**src/csr_macros.svh**
```systemverilog
`ifndef CSR_MACROS_SVH
`define CSR_MACROS_SVH

// ------------------------------
// machine trap setup and handling
// ------------------------------
`define CSR_MSTATUS    12'h300
`define CSR_MISA       12'h301
`define CSR_MIE        12'h304
`define CSR_MTVEC      12'h305
`define CSR_MSCRATCH   12'h340
`define CSR_MEPC       12'h341
`define CSR_MCAUSE     12'h342
`define CSR_MTVAL      12'h343

// ------------------------------
// machine and user counters
// ------------------------------
`define CSR_MCYCLE     12'hB00
`define CSR_MINSTRET   12'hB02
`define CSR_MCYCLEH    12'hB80
`define CSR_MINSTRETH  12'hB82
`define CSR_CYCLE      12'hC00
`define CSR_TIME       12'hC01
`define CSR_INSTRET    12'hC02
`define CSR_CYCLEH     12'hC80
`define CSR_TIMEH      12'hC81
`define CSR_INSTRETH   12'hC82

// ------------------------------
// not implemented, read as zero
// ------------------------------
`define CSR_MIP        12'h344
`define CSR_PMPCFG0    12'h3A0
`define CSR_PMPADDR0   12'h3B0
`define CSR_MVENDORID  12'hF11
`define CSR_MHARTID    12'hF14

// MXL = 01 (32-bit) in bits 31:30, I extension in bit 8.
`define CSR_MISA_VALUE 32'h4000_0100

// fixed MPP field of mstatus, machine mode only.
`define CSR_MSTATUS_MPP 2'b11

`endif

```
**src/csr_addr_pkg.sv**
```systemverilog
`default_nettype none

package csr_addr_pkg;

    // ------------------------------
    // address and access control
    // ------------------------------

    typedef logic [11:0] csr_addr_t; // csr number from the instruction.

    // csrrw/csrrs/csrrc and their immediate forms.
    typedef enum logic [1:0] {
        CSR_OP_RW = 2'b00, // replace.
        CSR_OP_RS = 2'b01, // set bits.
        CSR_OP_RC = 2'b10  // clear bits.
    } csr_write_op_e;

    // operand comes from rs1 or the zimm field.
    typedef enum logic {
        CSR_SRC_IMM = 1'b0,
        CSR_SRC_REG = 1'b1
    } csr_src_e;

endpackage

`default_nettype wire

```
**src/csr_data_pkg.sv**
```systemverilog
`default_nettype none

package csr_data_pkg;

    typedef logic [31:0] csr_word_t;     // one csr data word.
    typedef logic [63:0] csr_counter_t;  // full cycle or instret count.
    typedef logic [29:0] word_aligned_t; // bits 31:2 of a word address.
    typedef logic [3:0]  cause_code_t;   // exception or interrupt code.

endpackage

`default_nettype wire

```
**src/csr_access_if.sv**
```systemverilog
`timescale 1ns/1ps
`default_nettype none

interface csr_access_if;
    import csr_addr_pkg::*;
    import csr_data_pkg::*;

    csr_addr_t addr;      // decoded by every bank.
    csr_word_t new_value; // value after the read-modify step.
    logic      write_en;  // strobe already gated by stall.
    csr_word_t read_data; // zero when the bank does not hit.
    logic      hit;

    modport bank (
        input  addr,
        input  new_value,
        input  write_en,
        output read_data,
        output hit
    );

    modport host (
        output addr,
        output new_value,
        output write_en,
        input  read_data,
        input  hit
    );

endinterface

`default_nettype wire

```
**src/csr_machine_regs.sv**
```systemverilog
`timescale 1ns/1ps
`default_nettype none

`include "csr_macros.svh"

module csr_machine_regs (
    input  wire         clk,
    input  wire         arst_n,
    csr_access_if.bank  bus
);
    import csr_addr_pkg::*;
    import csr_data_pkg::*;

    csr_addr_t     addr;

    logic          mstatus_mie;
    logic          mstatus_mpie;
    logic          mie_msie;
    logic          mie_mtie;
    logic          mie_meie;
    word_aligned_t mtvec_base;
    logic          mtvec_mode;
    csr_word_t     mscratch;
    word_aligned_t mepc;
    logic          mcause_interrupt;
    cause_code_t   mcause_code;
    csr_word_t     mtval;

    assign addr = bus.addr;

    // ------------------------------
    // read decode
    // ------------------------------
    always_comb begin
        bus.hit       = 1'b1;
        bus.read_data = '0;
        case (addr)
            `CSR_MSTATUS: begin
                bus.read_data = {19'b0, `CSR_MSTATUS_MPP, 3'b0, mstatus_mpie,
                                 3'b0, mstatus_mie, 3'b0};
            end
            `CSR_MISA: begin
                bus.read_data = `CSR_MISA_VALUE;
            end
            `CSR_MIE: begin
                bus.read_data = {20'b0, mie_meie, 3'b0, mie_mtie, 3'b0, mie_msie, 3'b0};
            end
            `CSR_MTVEC: begin
                bus.read_data = {mtvec_base, 1'b0, mtvec_mode}; // bit 1 is reserved.
            end
            `CSR_MSCRATCH: begin
                bus.read_data = mscratch;
            end
            `CSR_MEPC: begin
                bus.read_data = {mepc, 2'b00};
            end
            `CSR_MCAUSE: begin
                bus.read_data = {mcause_interrupt, 27'b0, mcause_code};
            end
            `CSR_MTVAL: begin
                bus.read_data = mtval;
            end
            default: begin
                bus.hit = 1'b0; // left to the other bank or read as zero.
            end
        endcase
    end

    // ------------------------------
    // field writes
    // ------------------------------
    always_ff @(posedge clk or negedge arst_n) begin
        if (!arst_n) begin
            mstatus_mie      <= 1'b0;
            mstatus_mpie     <= 1'b0;
            mie_msie         <= 1'b0;
            mie_mtie         <= 1'b0;
            mie_meie         <= 1'b0;
            mtvec_base       <= '0;
            mtvec_mode       <= 1'b0;
            mscratch         <= '0;
            mepc             <= '0;
            mcause_interrupt <= 1'b0;
            mcause_code      <= '0;
            mtval            <= '0;
        end else if (bus.write_en) begin
            case (addr)
                `CSR_MSTATUS: begin
                    mstatus_mpie <= bus.new_value[7];
                    mstatus_mie  <= bus.new_value[3];
                end
                `CSR_MIE: begin
                    mie_meie <= bus.new_value[11];
                    mie_mtie <= bus.new_value[7];
                    mie_msie <= bus.new_value[3];
                end
                `CSR_MTVEC: begin
                    mtvec_base <= bus.new_value[31:2];
                    mtvec_mode <= bus.new_value[0]; // direct or vectored.
                end
                `CSR_MSCRATCH: begin
                    mscratch <= bus.new_value;
                end
                `CSR_MEPC: begin
                    mepc <= bus.new_value[31:2];
                end
                `CSR_MCAUSE: begin
                    mcause_interrupt <= bus.new_value[31];
                    mcause_code      <= bus.new_value[3:0];
                end
                `CSR_MTVAL: begin
                    mtval <= bus.new_value;
                end
                default: begin
                end
            endcase
        end
    end

endmodule

`default_nettype wire

```
**src/csr_counters.sv**
```systemverilog
`timescale 1ns/1ps
`default_nettype none

`include "csr_macros.svh"

module csr_counters (
    input  wire                        clk,
    input  wire                        arst_n,
    input  logic                       instr_retired,
    csr_access_if.bank                 bus,
    output csr_data_pkg::csr_counter_t cycle
);
    import csr_addr_pkg::*;
    import csr_data_pkg::*;

    csr_addr_t    addr;
    csr_counter_t cycle_count;
    csr_counter_t instret_count;

    assign addr  = bus.addr;
    assign cycle = cycle_count;

    // ------------------------------
    // counters
    // ------------------------------
    always_ff @(posedge clk or negedge arst_n) begin
        if (!arst_n) begin
            cycle_count   <= '0;
            instret_count <= '0;
        end else begin
            cycle_count   <= cycle_count + 64'd1; // runs through stalls.
            instret_count <= instret_count + csr_counter_t'(instr_retired);
        end
    end

    // time has no separate timer and follows cycle.
    always_comb begin
        bus.hit       = 1'b1;
        bus.read_data = '0;
        case (addr)
            `CSR_MCYCLE, `CSR_CYCLE, `CSR_TIME: begin
                bus.read_data = cycle_count[31:0];
            end
            `CSR_MCYCLEH, `CSR_CYCLEH, `CSR_TIMEH: begin
                bus.read_data = cycle_count[63:32];
            end
            `CSR_MINSTRET, `CSR_INSTRET: begin
                bus.read_data = instret_count[31:0];
            end
            `CSR_MINSTRETH, `CSR_INSTRETH: begin
                bus.read_data = instret_count[63:32];
            end
            default: begin
                bus.hit = 1'b0;
            end
        endcase
    end

endmodule

`default_nettype wire

```
**src/csr_file.sv**
```systemverilog
`timescale 1ns/1ps
`default_nettype none

module csr_file (
    input  wire                          clk,
    input  wire                          arst_n,
    input  logic                         stall,
    input  logic                         write,
    input  csr_addr_pkg::csr_write_op_e  write_op,
    input  csr_addr_pkg::csr_src_e       src,
    input  logic                         instr_retired,
    input  csr_addr_pkg::csr_addr_t      csr,
    input  csr_data_pkg::csr_word_t      rs1_value,
    input  csr_data_pkg::csr_word_t      imm_value,
    output csr_data_pkg::csr_word_t      read_value,
    output csr_data_pkg::csr_counter_t   cycle
);
    import csr_addr_pkg::*;
    import csr_data_pkg::*;

    csr_word_t operand;
    csr_word_t merged_read;
    csr_word_t new_value;
    logic      write_en;

    csr_access_if machine_bus ();
    csr_access_if counter_bus ();

    // ------------------------------
    // operand and write strobe
    // ------------------------------
    assign operand  = (src == CSR_SRC_REG) ? rs1_value : imm_value;
    assign write_en = write && !stall; // stalled writes are dropped.

    // ------------------------------
    // read merge
    // ------------------------------
    // banks decode disjoint ranges, so at most one hits.
    assign merged_read = (machine_bus.hit ? machine_bus.read_data : '0)
                       | (counter_bus.hit ? counter_bus.read_data : '0);
    assign read_value  = merged_read;

    always_comb begin
        case (write_op)
            CSR_OP_RW: new_value = operand;
            CSR_OP_RS: new_value = merged_read | operand;
            CSR_OP_RC: new_value = merged_read & ~operand;
            default:   new_value = merged_read; // unused encoding keeps the value.
        endcase
    end

    // ------------------------------
    // bank buses
    // ------------------------------
    assign machine_bus.addr      = csr;
    assign machine_bus.new_value = new_value;
    assign machine_bus.write_en  = write_en;

    assign counter_bus.addr      = csr;
    assign counter_bus.new_value = new_value;
    assign counter_bus.write_en  = write_en;

    csr_machine_regs machine_regs_inst (
        .clk    (clk),
        .arst_n (arst_n),
        .bus    (machine_bus.bank)
    );

    csr_counters counters_inst (
        .clk           (clk),
        .arst_n        (arst_n),
        .instr_retired (instr_retired),
        .bus           (counter_bus.bank),
        .cycle         (cycle)
    );

endmodule

`default_nettype wire

```
**config.mk**
```make
export PLATFORM = sky130hd
export DESIGN_NAME = csr_file
export DESIGN_NICKNAME = d
export VERILOG_FILES = /design/src/csr_addr_pkg.sv /design/src/csr_data_pkg.sv /design/src/csr_access_if.sv /design/src/csr_machine_regs.sv /design/src/csr_counters.sv /design/src/csr_file.sv
export VERILOG_INCLUDE_DIRS = /design/src /design/src/src
export SDC_FILE = /design/constraint.sdc
export NUM_CORES = 1
export LEC_CHECK = 0
export BUFFER_PORTS_ARGS = -buffer_cell sky130_fd_sc_hd__buf_2
export CORE_MARGIN = 3
export CORE_UTILIZATION = 40
export CTS_CLUSTER_SIZE = 8
export DETAILED_ROUTE_END_ITERATION = 7
export PLACE_DENSITY_LB_ADDON = 0.15
export SLEW_MARGIN = 20
export SYNTH_ARGS = -nofsm -noshare
export SYNTH_HDL_FRONTEND = slang
export SYNTH_SLANG_ARGS = --single-unit
```
**constraint.sdc**
```tcl
create_clock -name clk -period 2.51 [get_ports clk]
set_input_delay 0.1255 -clock clk [delete_from_list [all_inputs] [get_ports clk]]
set_output_delay 0.1255 -clock clk [all_outputs]
set_load 0.02 [all_outputs]
```
======== Yosys cells after proc, flatten, opt, wreduce, memory -nomap -nowiden ========
Cells that the tools add are included.
word-level totals
  bits in registers ....................... 263
  input bits .............................. 84
operators by class
  bitwise operators ....................... 4
  add/sub/neg operators ................... 2
  multiplexer cells ....................... 8
  eq/ne operators ......................... 20
  reduce and logical (&&, ||, !) cells .... 16
operator list
  kind                   number
  $pmux 32 s8            1
  $pmux 32 s4            1
  $eq 12x12->1 const B   10
  $eq 12x10->1 const B   8
  $mux 32                3
  $pmux 32 s3            1
  $add 64x1->64          1
  $add 64x1->64 const B  1
  $or 32x32->32          2
  $and 32x32->32         1
  $not 32->32            1
  $reduce_and 2->1       7
  $reduce_or 10->1       1
  $reduce_or 8->1        1
  $reduce_or 3->1        2
  $reduce_or 2->1        2
  $eq 2x1->1 const B     1
  $eq 2x2->1 const B     1
  $logic_not 2->1        1
  $mux 1                 2
  $logic_and 1x1->1      1
  $logic_not 1->1        1

======== Logic depth before layout (Yosys ltp) ========
Gate-level depths: netlist of the first run.
  word-level depth ........................ 7
  gate-level depth with buffers ........... 10
  gate-level depth less buffers ........... 7

======== Cells and area by module ========
From an unflattened synthesis of the first run, not the netlist that was laid out.
unflattened totals
  cells, all modules ...................... 1293
  area total of the unflattened synthesis .. 14291.2 µm²
by module, submodules not included
  module            times used  cells each  area an instance (µm²)
  csr_counters      1           667         6855.3
  csr_machine_regs  1           445         6134.6
  csr_file          1           181         1301.2

======== Worst setup path before layout of the first run ========
No wires, ideal clock.
  path type ............................... register to register
  start point ............................. register counters_inst.cycle_count[0], in the netlist counters_inst.cycle[0]
  end point ............................... register counters_inst.cycle_count[52], in the netlist counters_inst.cycle[52]
  clock period less this slack ............ 2.335 ns
  cell stages (with the launch flop) ...... 8
  library setup time ...................... 0.131 ns
  data arrival time ....................... 2.204 ns
  path buffers ............................ 0
  path slack .............................. 0.175 ns
  required time ........................... 2.379 ns
  path through ............................ dfrtp_1 -> ha_1 -> nand4_1 -> nor3_2 -> nand4_1 -> nor3_1 -> nand3_1 -> xnor2_1
between the ends
  longest elaborated chain between the ends .. 1
RTL lines
  element                   line                RTL
  start: declaration        csr_counters.sv:17  csr_counter_t cycle_count;
  start signal: assignment  csr_counters.sv:31  cycle_count <= cycle_count + 64'd1;
  $add 64x1->64             csr_counters.sv:31
No other way between the ends.
A chain may end at the register's enable or synchronous reset.

======== Worst setup path in the final report of the first run ========
  start point ............................. register counters_inst.cycle_count[5], in the netlist counters_inst.cycle[5]
  end point ............................... output port read_value[5]
between the ends
  longest elaborated chain between the ends .. 3
RTL lines
  element           line                RTL
  $pmux 32 s4       csr_counters.sv:40  case (addr)
  $mux 32           csr_file.sv:40      | (counter_bus.hit ? counter_bus.read_data : '0);
  $or 32x32->32     csr_file.sv:40
  end: declaration  csr_file.sv:15      output csr_data_pkg::csr_word_t read_value,
No other way between the ends.

==> summary.json, run 1 <==
{
  "power": {
    "power.density_cell_area_mw_per_mm2": 561,
    "power.static_leakage_nw": 8.32,
    "total_power_w": 0.00960,
    "vdd.ir_drop.worst_v": 0.000474
  },
  "routing": {
    "routedLengthMet1_um": 21000,
    "dr_wl_met3_um": 2770,
    "iter_0_drt_violations": 765,
    "highest_layer": "met4",
    "ant_nets": 0,
    "avgRoutedWirePerCell_um": 22.1,
    "dr_wl_met2_um": 20100,
    "finalWirelength_um": 45500,
    "via_count": 11500,
    "route.detailed.vias_per_inst": 5.58,
    "drt_pass1_iterations": 4,
    "post-route-drc-count": 0
  },
  "die": {
    "coreArea_mm2": 0.0350,
    "fp.dieArea_mm2": 0.0381,
    "initial_utilization_pct": 41.0,
    "die_w_um": 195,
    "std_cell_rows": 68,
    "floorplan.die.height_um": 195,
    "top_level_ports": 180
  },
  "yosys": {
    "async_reset_ff_share_pct": 100,
    "synth.yosys.warnings": 0,
    "post_synth_inst_count": 1379,
    "ffs_latches_synth": 263,
    "number_of_flops_mapped_to_enable_cells_by_yosys": 0,
    "synth_fp_nets": 1466,
    "synthAdderAreaFrac_pct": 0.262,
    "ys_types": 74,
    "dominantRegCellSynth": "sky130_fd_sc_hd__dfrtp_1",
    "post_synth_mux_area_share_pct": 14.6,
    "synth-simple-area-share_pct": 16.6,
    "postSynthAreaPerCell_um2": 10.4,
    "synthesis.area_mm2": 0.0143,
    "synth_sequential_area_ratio_pct": 45.9,
    "synth_top_family_by_area": "simple AND/OR/NAND/NOR gates",
    "synth-xor-area-share_pct": 8.86,
    "synth_compound_area_share_pct": 10.7
  },
  "worst_setup_path": {
    "r2r_setup_slack_ns": 0.23,
    "reg2reg_depth": 8,
    "path_class": "reg -> out",
    "worstSetupStartpointType": "register",
    "critical_path_arrival_ns": 2.19,
    "regToRegStartpoint": "counters_inst.cycle[1]",
    "cp_max_fo": 5,
    "critical_path.reg2reg.endpoint": "counters_inst.cycle[56]",
    "crit_path_end_kind": "output pin",
    "crit_required_ns": 2.38
  },
  "clock_network": {
    "maximum_buffer_depth_of_the_clock_tree": 3,
    "clock_sink_count": 263,
    "clk_root_buffer_cell": "sky130_fd_sc_hd__clkbuf_16",
    "clock_tree_from_tritoncts": "done",
    "worst_skew_pair.late_latency_ns": 0.51,
    "clkTransAtPathRegs_ns": 0.05,
    "ctsHtreeMaxLevel": 2,
    "tritoncts.num_buffers": 38,
    "post-cts-setup-buffers": 0
  },
  "timing": {
    "achievable-frequency_mhz": 432,
    "setup_failing_eps_final": 0,
    "grt_setup_unrepaired": "false",
    "drv_slew": 0,
    "tightest_slew_ns": 0.912,
    "fin_crit_ns": 2.32,
    "finalCritPeriodShare_pct": 92.3,
    "fin_setup_tns_ns": 0,
    "slew_headroom_pct": 39.2,
    "final_hold_viols": 0,
    "final.setup_skew_ns": 0.0176
  },
  "hold_path": {
    "min_from": "write",
    "hold_path.class": "in -> reg",
    "worst_hold_path.endpoint": "machine_regs_inst.mie_meie",
    "hold_path_depth": 4
  },
  "global_route": {
    "grt.overflow.total": 0,
    "first_pass_grt_wire_length_um": 69600,
    "antenna_found_initial": 0,
    "grtUsageTotal_pct": 23.6,
    "grt_start_max_net_pins": 65,
    "grt_pass1_vias": 11400
  },
  "placement": {
    "total_cell_area_at_the_placement_stage_mm2": 0.0161,
    "placed_cells_incl_taps": 2018,
    "io_buffers": 179,
    "place.gp.congestion": 0.915,
    "dpl.hpwl_um": 34100
  },
  "finish": {
    "layout_commonest_cell": "sky130_fd_sc_hd__dfrtp_1",
    "layoutNonFillerInstCount": 2061,
    "layout-drive-gt1-share_pct": 26.7,
    "num_antenna_cells": 0,
    "final_nets": 1692,
    "fillCellCount": 3275,
    "finalInstanceArea_mm2": 0.0171,
    "syn_to_final_growth_pct": 19.4,
    "final_cell_mix": "sky130_fd_sc_hd__dfrtp_1 (263), sky130_fd_sc_hd__buf_2 (177), sky130_fd_sc_hd__nor2_1 (144)"
  },
  "job": {
    "maxCapViolations": 0
  },
  "status": {
    "status": "finished, final reports clean"
  }
}
==> Yosys cell counts (all sizes together), types with 22 or more instances <==
library cell | number | area share [%]
dfrtp | 263 | 46
nor2 | 145 | 3.8
nand2 | 103 | 2.7
xnor2 | 100 | 6.1
mux2 | 96 | 7.5
mux2i | 96 | 6.7
a21oi | 68 | 2.5
nand3 | 64 | 2.2
buf | 47 | 1.9
xor2 | 45 | 2.7
nand4 | 35 | 1.5
clkbuf | 28 | 0.74
o31ai | 25 | 1.3
and3 | 22 | 0.96
==> cells by family after synthesis <==
logic type / after synthesis
AND/OR/NAND/NOR: 466
AO/OA/AOI/OAI: 219
multiplexers: 194
adder cells (fa/ha/maj): 3
buffers and inverters: 89
XOR/XNOR: 145
flip-flops: 263
==> flip-flops by register name (all words and copies together), names as in the netlist, 4 cells and up <==
name and flops:
machine_regs_inst.mepc 30, machine_regs_inst.mtval 32, machine_regs_inst.mcause_code 4, counters_inst.cycle 64, machine_regs_inst.mscratch 32, counters_inst.instret_count 64, machine_regs_inst.mtvec_base 30
==> stage by stage <==
stage          utilization (%)  setup WS [ns]  hold WS [ns]
4_1_cts                   48.9          0.222         0.100
3_3_place_gp              46.1          0.105         0.112
3_5_place_dp              46.1         0.0980         0.114
2_1_floorplan                -          0.175        -0.170
6_report                  48.9          0.193         0.123
5_1_grt                   48.9          0.113         0.156
==> power breakdown <==
group / internal (W) / switching (W) / leakage [nW]
Clock: 0.00272 / 0.00177 / 0.486
Combinational: 0.000284 / 0.000458 / 4.21
Sequential: 0.00431 / 0.0000670 / 3.63
==> what timing repair did <==
| item | CTS | global route |
|---|---|---|
| endpoints found under the hold margin | 60 | 0 |
| setup endpoints to repair | 0 | 0 |
| gates resized for setup | 0 | 0 |
| hold buffers | 2 | 0 |
==> routing by layer <==
metal	global-route usage (%)	up-vias
met2	36.2	367
li1	-	5390
met5	0	-
met4	8.37	0
met1	33.7	5655
met3	4.00	92
==> worst max path at each step <==
| stage | to | slack, ns | from |
|---|---|---|---|
| 3_5_place_dp | machine_regs_inst.mscratch[26] | 0.1 | csr[1] |
| 5_1_grt | counters_inst.instret_count[31] | 0.11 | counters_inst.instret_count[9] |
| 4_1_cts | read_value[5] | 0.22 | counters_inst.cycle[5] |
| 6_report | read_value[5] | 0.19 | counters_inst.cycle[5] |
| 3_3_place_gp | machine_regs_inst.mtvec_base[24] | 0.10 | csr[1] |
| 2_1_floorplan | counters_inst.cycle[52] | 0.17 | counters_inst.cycle[0] |
==> critical path: stages (launching register included) <==
cell and delay (ns):
sky130_fd_sc_hd__dfrtp_1 0.44, sky130_fd_sc_hd__inv_1 0.09, sky130_fd_sc_hd__o21ai_0 0.62, sky130_fd_sc_hd__a22oi_1 0.22, sky130_fd_sc_hd__nand2b_1 0.13, sky130_fd_sc_hd__buf_2 0.17
==> final cells by class <==
| type | instances | area (µm²) | area share, % |
|---|---|---|---|
| clock inverter | 1 | 8.76 | 0.0512 |
| clock buffer | 40 | 980 | 5.72 |
| timing repair buffer | 261 | 1600 | 9.37 |
| tap | 455 | 569 | 3.33 |
| multi-input combinational | 1027 | 7320 | 42.8 |
| inverter | 14 | 52.6 | 0.307 |
| sequential | 263 | 6580 | 38.5 |
No activity file was read; power rests on OpenSTA's default activity.
==> run 2: changes to the inputs <==
SETUP_SLACK_MARGIN = 0.4   (was default)
TNS_END_PERCENT = 10   (was default)
==> summary.json, run 2 (synthesis results as in run 1) <==
{
  "clock_network": {
    "worst_skew_pair.late_latency_ns": 0.52,
    "clock_sink_count": 263,
    "clk_root_buffer_cell": "sky130_fd_sc_hd__clkbuf_16",
    "clkTransAtPathRegs_ns": 0.05,
    "maximum_buffer_depth_of_the_clock_tree": 3,
    "ctsHtreeMaxLevel": 2,
    "tritoncts.num_buffers": 38,
    "clock_tree_from_tritoncts": "done"
  },
  "power": {
    "power.density_cell_area_mw_per_mm2": 552,
    "total_power_w": 0.00967,
    "vdd.ir_drop.worst_v": 0.000392,
    "power.static_leakage_nw": 8.50
  },
  "global_route": {
    "grt_most_used_layer": "met2",
    "grt_pass1_vias": 11400,
    "grt_use_met1_pct": 32.9,
    "grtUsageTotal_pct": 23.2,
    "grt_use_met2_pct": 35.6,
    "first_pass_grt_wire_length_um": 69200,
    "antenna_found_initial": 0,
    "groute.layer.met3.usage_pct": 4.43,
    "grt.overflow.total": 0,
    "grt_start_max_net_pins": 68
  },
  "worst_setup_path": {
    "crit_path_end_kind": "output pin",
    "critical_path_arrival_ns": 2.02,
    "cp_slowest_cell": "sky130_fd_sc_hd__mux2i_1",
    "critical_path_buf_inv_count": 1,
    "crit_required_ns": 2.38,
    "cp_max_fo": 4,
    "regToRegStartpoint": "counters_inst.instret_count[10]",
    "critical_path.cell_chain": "mux2i_1, a211oi_1, a211o_1, buf_2",
    "worstSetupStartpointType": "register",
    "path_class": "reg -> out",
    "crit_path_max_incr_delay_ns": 0.45,
    "crit_family": "compound AO/OA/AOI/OAI gates",
    "cp-startpoint": "counters_inst.cycle[50]"
  },
  "routing": {
    "iter_0_drt_violations": 704,
    "drt_pass1_iterations": 5,
    "ant_nets": 0,
    "via_count": 11500,
    "finalWirelength_um": 45500,
    "avgRoutedWirePerCell_um": 22.0,
    "route.detailed.vias_per_inst": 5.55,
    "post-route-drc-count": 0
  },
  "finish": {
    "layout_commonest_cell": "sky130_fd_sc_hd__dfrtp_1",
    "final_cell_mix": "sky130_fd_sc_hd__dfrtp_1 (257), sky130_fd_sc_hd__buf_2 (176), sky130_fd_sc_hd__nor2_1 (143)",
    "syn_to_final_growth_pct": 22.1,
    "layout-drive-gt1-share_pct": 29.5,
    "fillCellCount": 3192,
    "layoutNonFillerInstCount": 2074,
    "finalInstanceArea_mm2": 0.0175,
    "final_nets": 1704,
    "num_antenna_cells": 0
  },
  "hold_path": {
    "min_from": "imm_value[14]",
    "hold_path.class": "in -> reg"
  },
  "timing": {
    "fin_setup_tns_ns": 0,
    "tightest_slew_ns": 0.933,
    "final_hold_viols": 0,
    "drv_slew": 0,
    "final.setup_skew_ns": 0.0191,
    "grt_setup_unrepaired": "true",
    "achievable-frequency_mhz": 466,
    "finalCritPeriodShare_pct": 85.5,
    "setup_failing_eps_final": 0,
    "final_critical_path_setup_slack_ns": 0.363,
    "slew_headroom_pct": 37.8,
    "fin_crit_ns": 2.15
  },
  "placement": {
    "placed_cells_incl_taps": 2017,
    "place.gp.congestion": 0.904,
    "dpl.hpwl_um": 33200,
    "io_buffers": 179,
    "pre_cts_slack_ns": 0.0187,
    "total_cell_area_at_the_placement_stage_mm2": 0.0162
  },
  "die": {
    "top_level_ports": 180,
    "initial_utilization_pct": 41.0,
    "fp.dieArea_mm2": 0.0381,
    "std_cell_rows": 68,
    "die_w_um": 195,
    "floorplan.die.height_um": 195,
    "coreArea_mm2": 0.0350
  },
  "status": {
    "status": "finished, final reports clean"
  },
  "job": {
    "maxCapViolations": 0
  }
}
[run 2: changes by cell type in the layout (fill, tap and decap cells not counted), sizes merged]
cell	delta
clkbuf	+1
clkinv	+2
inv	-1
buf	+11
[run 2: per-stage QoR]
step	hold WS [ns]	utilization, %
floorplan	-0.170	-
global placement	0.131	46.3
detailed placement	0.136	46.3
CTS	0.0816	49.4
global route	0.117	50.1
finish	0.0965	50.1
[run 2: cell type report]
cell class                 count  area [µm²]  area share (%)
multi-input combinational   1027        7510            42.9
sequential                   263        6590            37.6
timing repair buffer         273        1780            10.2
clock buffer                  40         980            5.60
tap                          455         569            3.25
inverter                      14        52.6           0.300
clock inverter                 2        32.5           0.186
[run 2: what timing repair did]
item / 4_1_cts / 5_1_grt
resized for setup: 7 / 37
gates cloned: 0 / 0
setup endpoints to repair: 57 / 87
buffers inserted: 2 / 11
hold buffers: 2 / 0
hold endpoints to repair: 61 / 0
pin swaps: 1 / 9
[run 2: report_power, final]
part	total, W	switching, W	internal [W]	leakage, nW
clock	0.00454	0.00180	0.00274	0.496
combinational	0.000752	0.000460	0.000292	4.38
sequential	0.00438	0.0000738	0.00431	3.62
[run 2: worst register-to-register path, stage by stage (launching register included)]
cell	delay (ns)
sky130_fd_sc_hd__dfrtp_1	0.42
sky130_fd_sc_hd__and4_4	0.25
sky130_fd_sc_hd__nand4_1	0.24
sky130_fd_sc_hd__nor4_4	0.34
sky130_fd_sc_hd__buf_6	0.18
sky130_fd_sc_hd__nand3_1	0.10
sky130_fd_sc_hd__or3_1	0.35
sky130_fd_sc_hd__xnor2_1	0.13
[run 2: per-layer routing]
metal  vias to the layer above  routed length [µm]
li1                       5416                   -
met1                      5653               20600
met2                       373               20200
met3                        78                3100
met4                         0                1670
met5                         -                   0
[run 2: final timing paths]
| kind | endpoint | slack, ns | cells past startpoint |
|---|---|---|---|
| setup reg to reg | counters_inst.instret_count[58] | 0.39 | 7 |
| hold / removal | machine_regs_inst.mtval[14] | 0.1 | 5 |
| max in group asynchronous | machine_regs_inst.mtvec_base[23] | 1.61 | 3 |
| setup / recovery | read_value[18] | 0.36 | 4 |
| hold reg to reg | machine_regs_inst.mtval[0] | 0.47 | 2 |
| min in group asynchronous | counters_inst.cycle[46] | 0.18 | 2 |
==> run 3: changes to the inputs <==
SLEW_MARGIN = 15   (was 20)
clock period = 2.75 ns   (was 2.51 ns; I/O delays follow)
==> summary.json, run 3 (synthesis results as in run 1) <==
{
  "die": {
    "initial_utilization_pct": 41.0,
    "fp.dieArea_mm2": 0.0381,
    "die_w_um": 195,
    "std_cell_rows": 68,
    "top_level_ports": 180,
    "coreArea_mm2": 0.0350,
    "floorplan.die.height_um": 195
  },
  "timing": {
    "grt_setup_unrepaired": "true",
    "final_hold_viols": 0,
    "tightest_slew_ns": 0.921,
    "final.setup_skew_ns": 0.0241,
    "drv_slew": 0,
    "fin_setup_tns_ns": 0,
    "setup_failing_eps_final": 0,
    "final_critical_path_setup_slack_ns": 0.360,
    "fin_crit_ns": 2.39,
    "achievable-frequency_mhz": 418,
    "whs_ns": 0.106,
    "slew_headroom_pct": 38.6,
    "finalCritPeriodShare_pct": 86.9
  },
  "worst_setup_path": {
    "path_class": "in -> out",
    "critical_path_arrival_ns": 2.25,
    "worstSetupStartpointType": "primary input",
    "crit_required_ns": 2.61,
    "cp_max_fo": 12,
    "crit_path_end_kind": "output pin"
  },
  "power": {
    "vdd.ir_drop.worst_v": 0.000335,
    "power.static_leakage_nw": 8.28,
    "power.density_cell_area_mw_per_mm2": 528
  },
  "routing": {
    "ant_nets": 0,
    "avgRoutedWirePerCell_um": 22.5,
    "via_count": 11500,
    "post-route-drc-count": 0,
    "finalWirelength_um": 46000,
    "iter_0_drt_violations": 699,
    "route.detailed.vias_per_inst": 5.63,
    "drt_pass1_iterations": 5
  },
  "global_route": {
    "grtUsageTotal_pct": 23.7,
    "grt_use_met2_pct": 36.8,
    "grt_use_met1_pct": 33.1,
    "grt_start_max_net_pins": 79,
    "grt_most_used_layer": "met2",
    "grt.overflow.total": 0,
    "groute.layer.met3.usage_pct": 5.40,
    "first_pass_grt_wire_length_um": 69600,
    "grt_pass1_vias": 11200,
    "antenna_found_initial": 0
  },
  "clock_network": {
    "tritoncts.num_buffers": 39,
    "ctsHtreeMaxLevel": 2,
    "clk_root_buffer_cell": "sky130_fd_sc_hd__clkbuf_16",
    "clock_tree_from_tritoncts": "done",
    "clock_sink_count": 263,
    "worst_skew_pair.late_latency_ns": 0.54,
    "clkTransAtPathRegs_ns": 0.05,
    "maximum_buffer_depth_of_the_clock_tree": 3
  },
  "finish": {
    "layout-drive-gt1-share_pct": 26.6,
    "final_cell_mix": "sky130_fd_sc_hd__dfrtp_1 (262), sky130_fd_sc_hd__buf_2 (177), sky130_fd_sc_hd__nor2_1 (144)",
    "final_nets": 1675,
    "num_antenna_cells": 0,
    "fillCellCount": 3268,
    "layout_commonest_cell": "sky130_fd_sc_hd__dfrtp_1",
    "ff_latch_area_mm2": 0.00658,
    "final_core_util_pct": 48.9,
    "syn_to_final_growth_pct": 19.3,
    "multi_input_area_mm2": 0.00736
  },
  "job": {
    "maxCapViolations": 0
  },
  "placement": {
    "dpl.hpwl_um": 34000,
    "pre_cts_slack_ns": 0.273,
    "io_buffers": 179,
    "place.gp.congestion": 0.877
  },
  "status": {
    "status": "finished, final reports clean"
  },
  "hold_path": {
    "hold_path.class": "in -> reg"
  }
}
run 3: changes by cell type in the layout (fill, tap and decap cells not counted), sizes merged:
cell,previous run,this run
clkinvlp,0,1
clkinv,2,1
clkbuf,41,40
inv,14,15
bufinv,0,1
buf,270,241
run 3: what timing repair did:
action,in CTS,in global routing
endpoints found under the hold margin,74,0
pin swaps,0,3
setup endpoints to repair,5,38
setup buffers,0,1
resized for setup,2,8
hold buffers,2,0
run 3: area by class of cell:
cell class,count,share of cell area [%]
clock buffer,40,5.86
clock inverter,4,0.366
multi-input combinational,1027,43.0
sequential,263,38.5
timing repair buffer,243,8.59
inverter,14,0.307
tap,455,3.33
run 3: critical path: stages:
cell                        delay (ns)
sky130_fd_sc_hd__buf_2            0.18
sky130_fd_sc_hd__nor3_1           0.57
sky130_fd_sc_hd__o2111ai_1        0.55
sky130_fd_sc_hd__o22a_1           0.30
sky130_fd_sc_hd__o21ai_1          0.25
sky130_fd_sc_hd__buf_2            0.25
run 3: layer usage:
layer | routed length [µm] | vias up
met5 | 0 | -
met4 | 1450 | 0
met3 | 3380 | 74
met2 | 20600 | 383
met1 | 20500 | 5689
li1 | - | 5369
run 3: power breakdown:
| group | internal [W] | total [W] | leakage [nW] | switching (W) |
|---|---|---|---|---|
| Combinational | 0.000259 | 0.000687 | 4.13 | 0.000429 |
| Sequential | 0.00393 | 0.00400 | 3.63 | 0.0000634 |
| Clock | 0.00265 | 0.00434 | 0.519 | 0.00169 |
run 3: metrics by stage:
step	total power (W)	std cells	area [µm²]
after floorplan	0.00442	1379	14300
after global placement	0.00473	1999	16000
after detailed placement	0.00474	1999	16000
after CTS	0.00910	2045	17100
after global routing	0.00936	2046	17100
final	0.00902	2046	17100
run 3: path summary, 6_finish.rpt:
path / start / endpoint / slack, ns / depth (start not counted)
setup / recovery: csr[6] / read_value[1] / 0.36 / 6
hold / removal: imm_value[14] / machine_regs_inst.mtvec_base[12] / 0.11 / 5
setup reg to reg: counters_inst.instret_count[13] / counters_inst.instret_count[58] / 0.48 / 7
hold reg to reg: machine_regs_inst.mepc[9] / machine_regs_inst.mepc[9] / 0.47 / 2
max in group asynchronous: arst_n / counters_inst.cycle[0] / 1.78 / 3
min in group asynchronous: arst_n / counters_inst.cycle[19] / 0.18 / 2
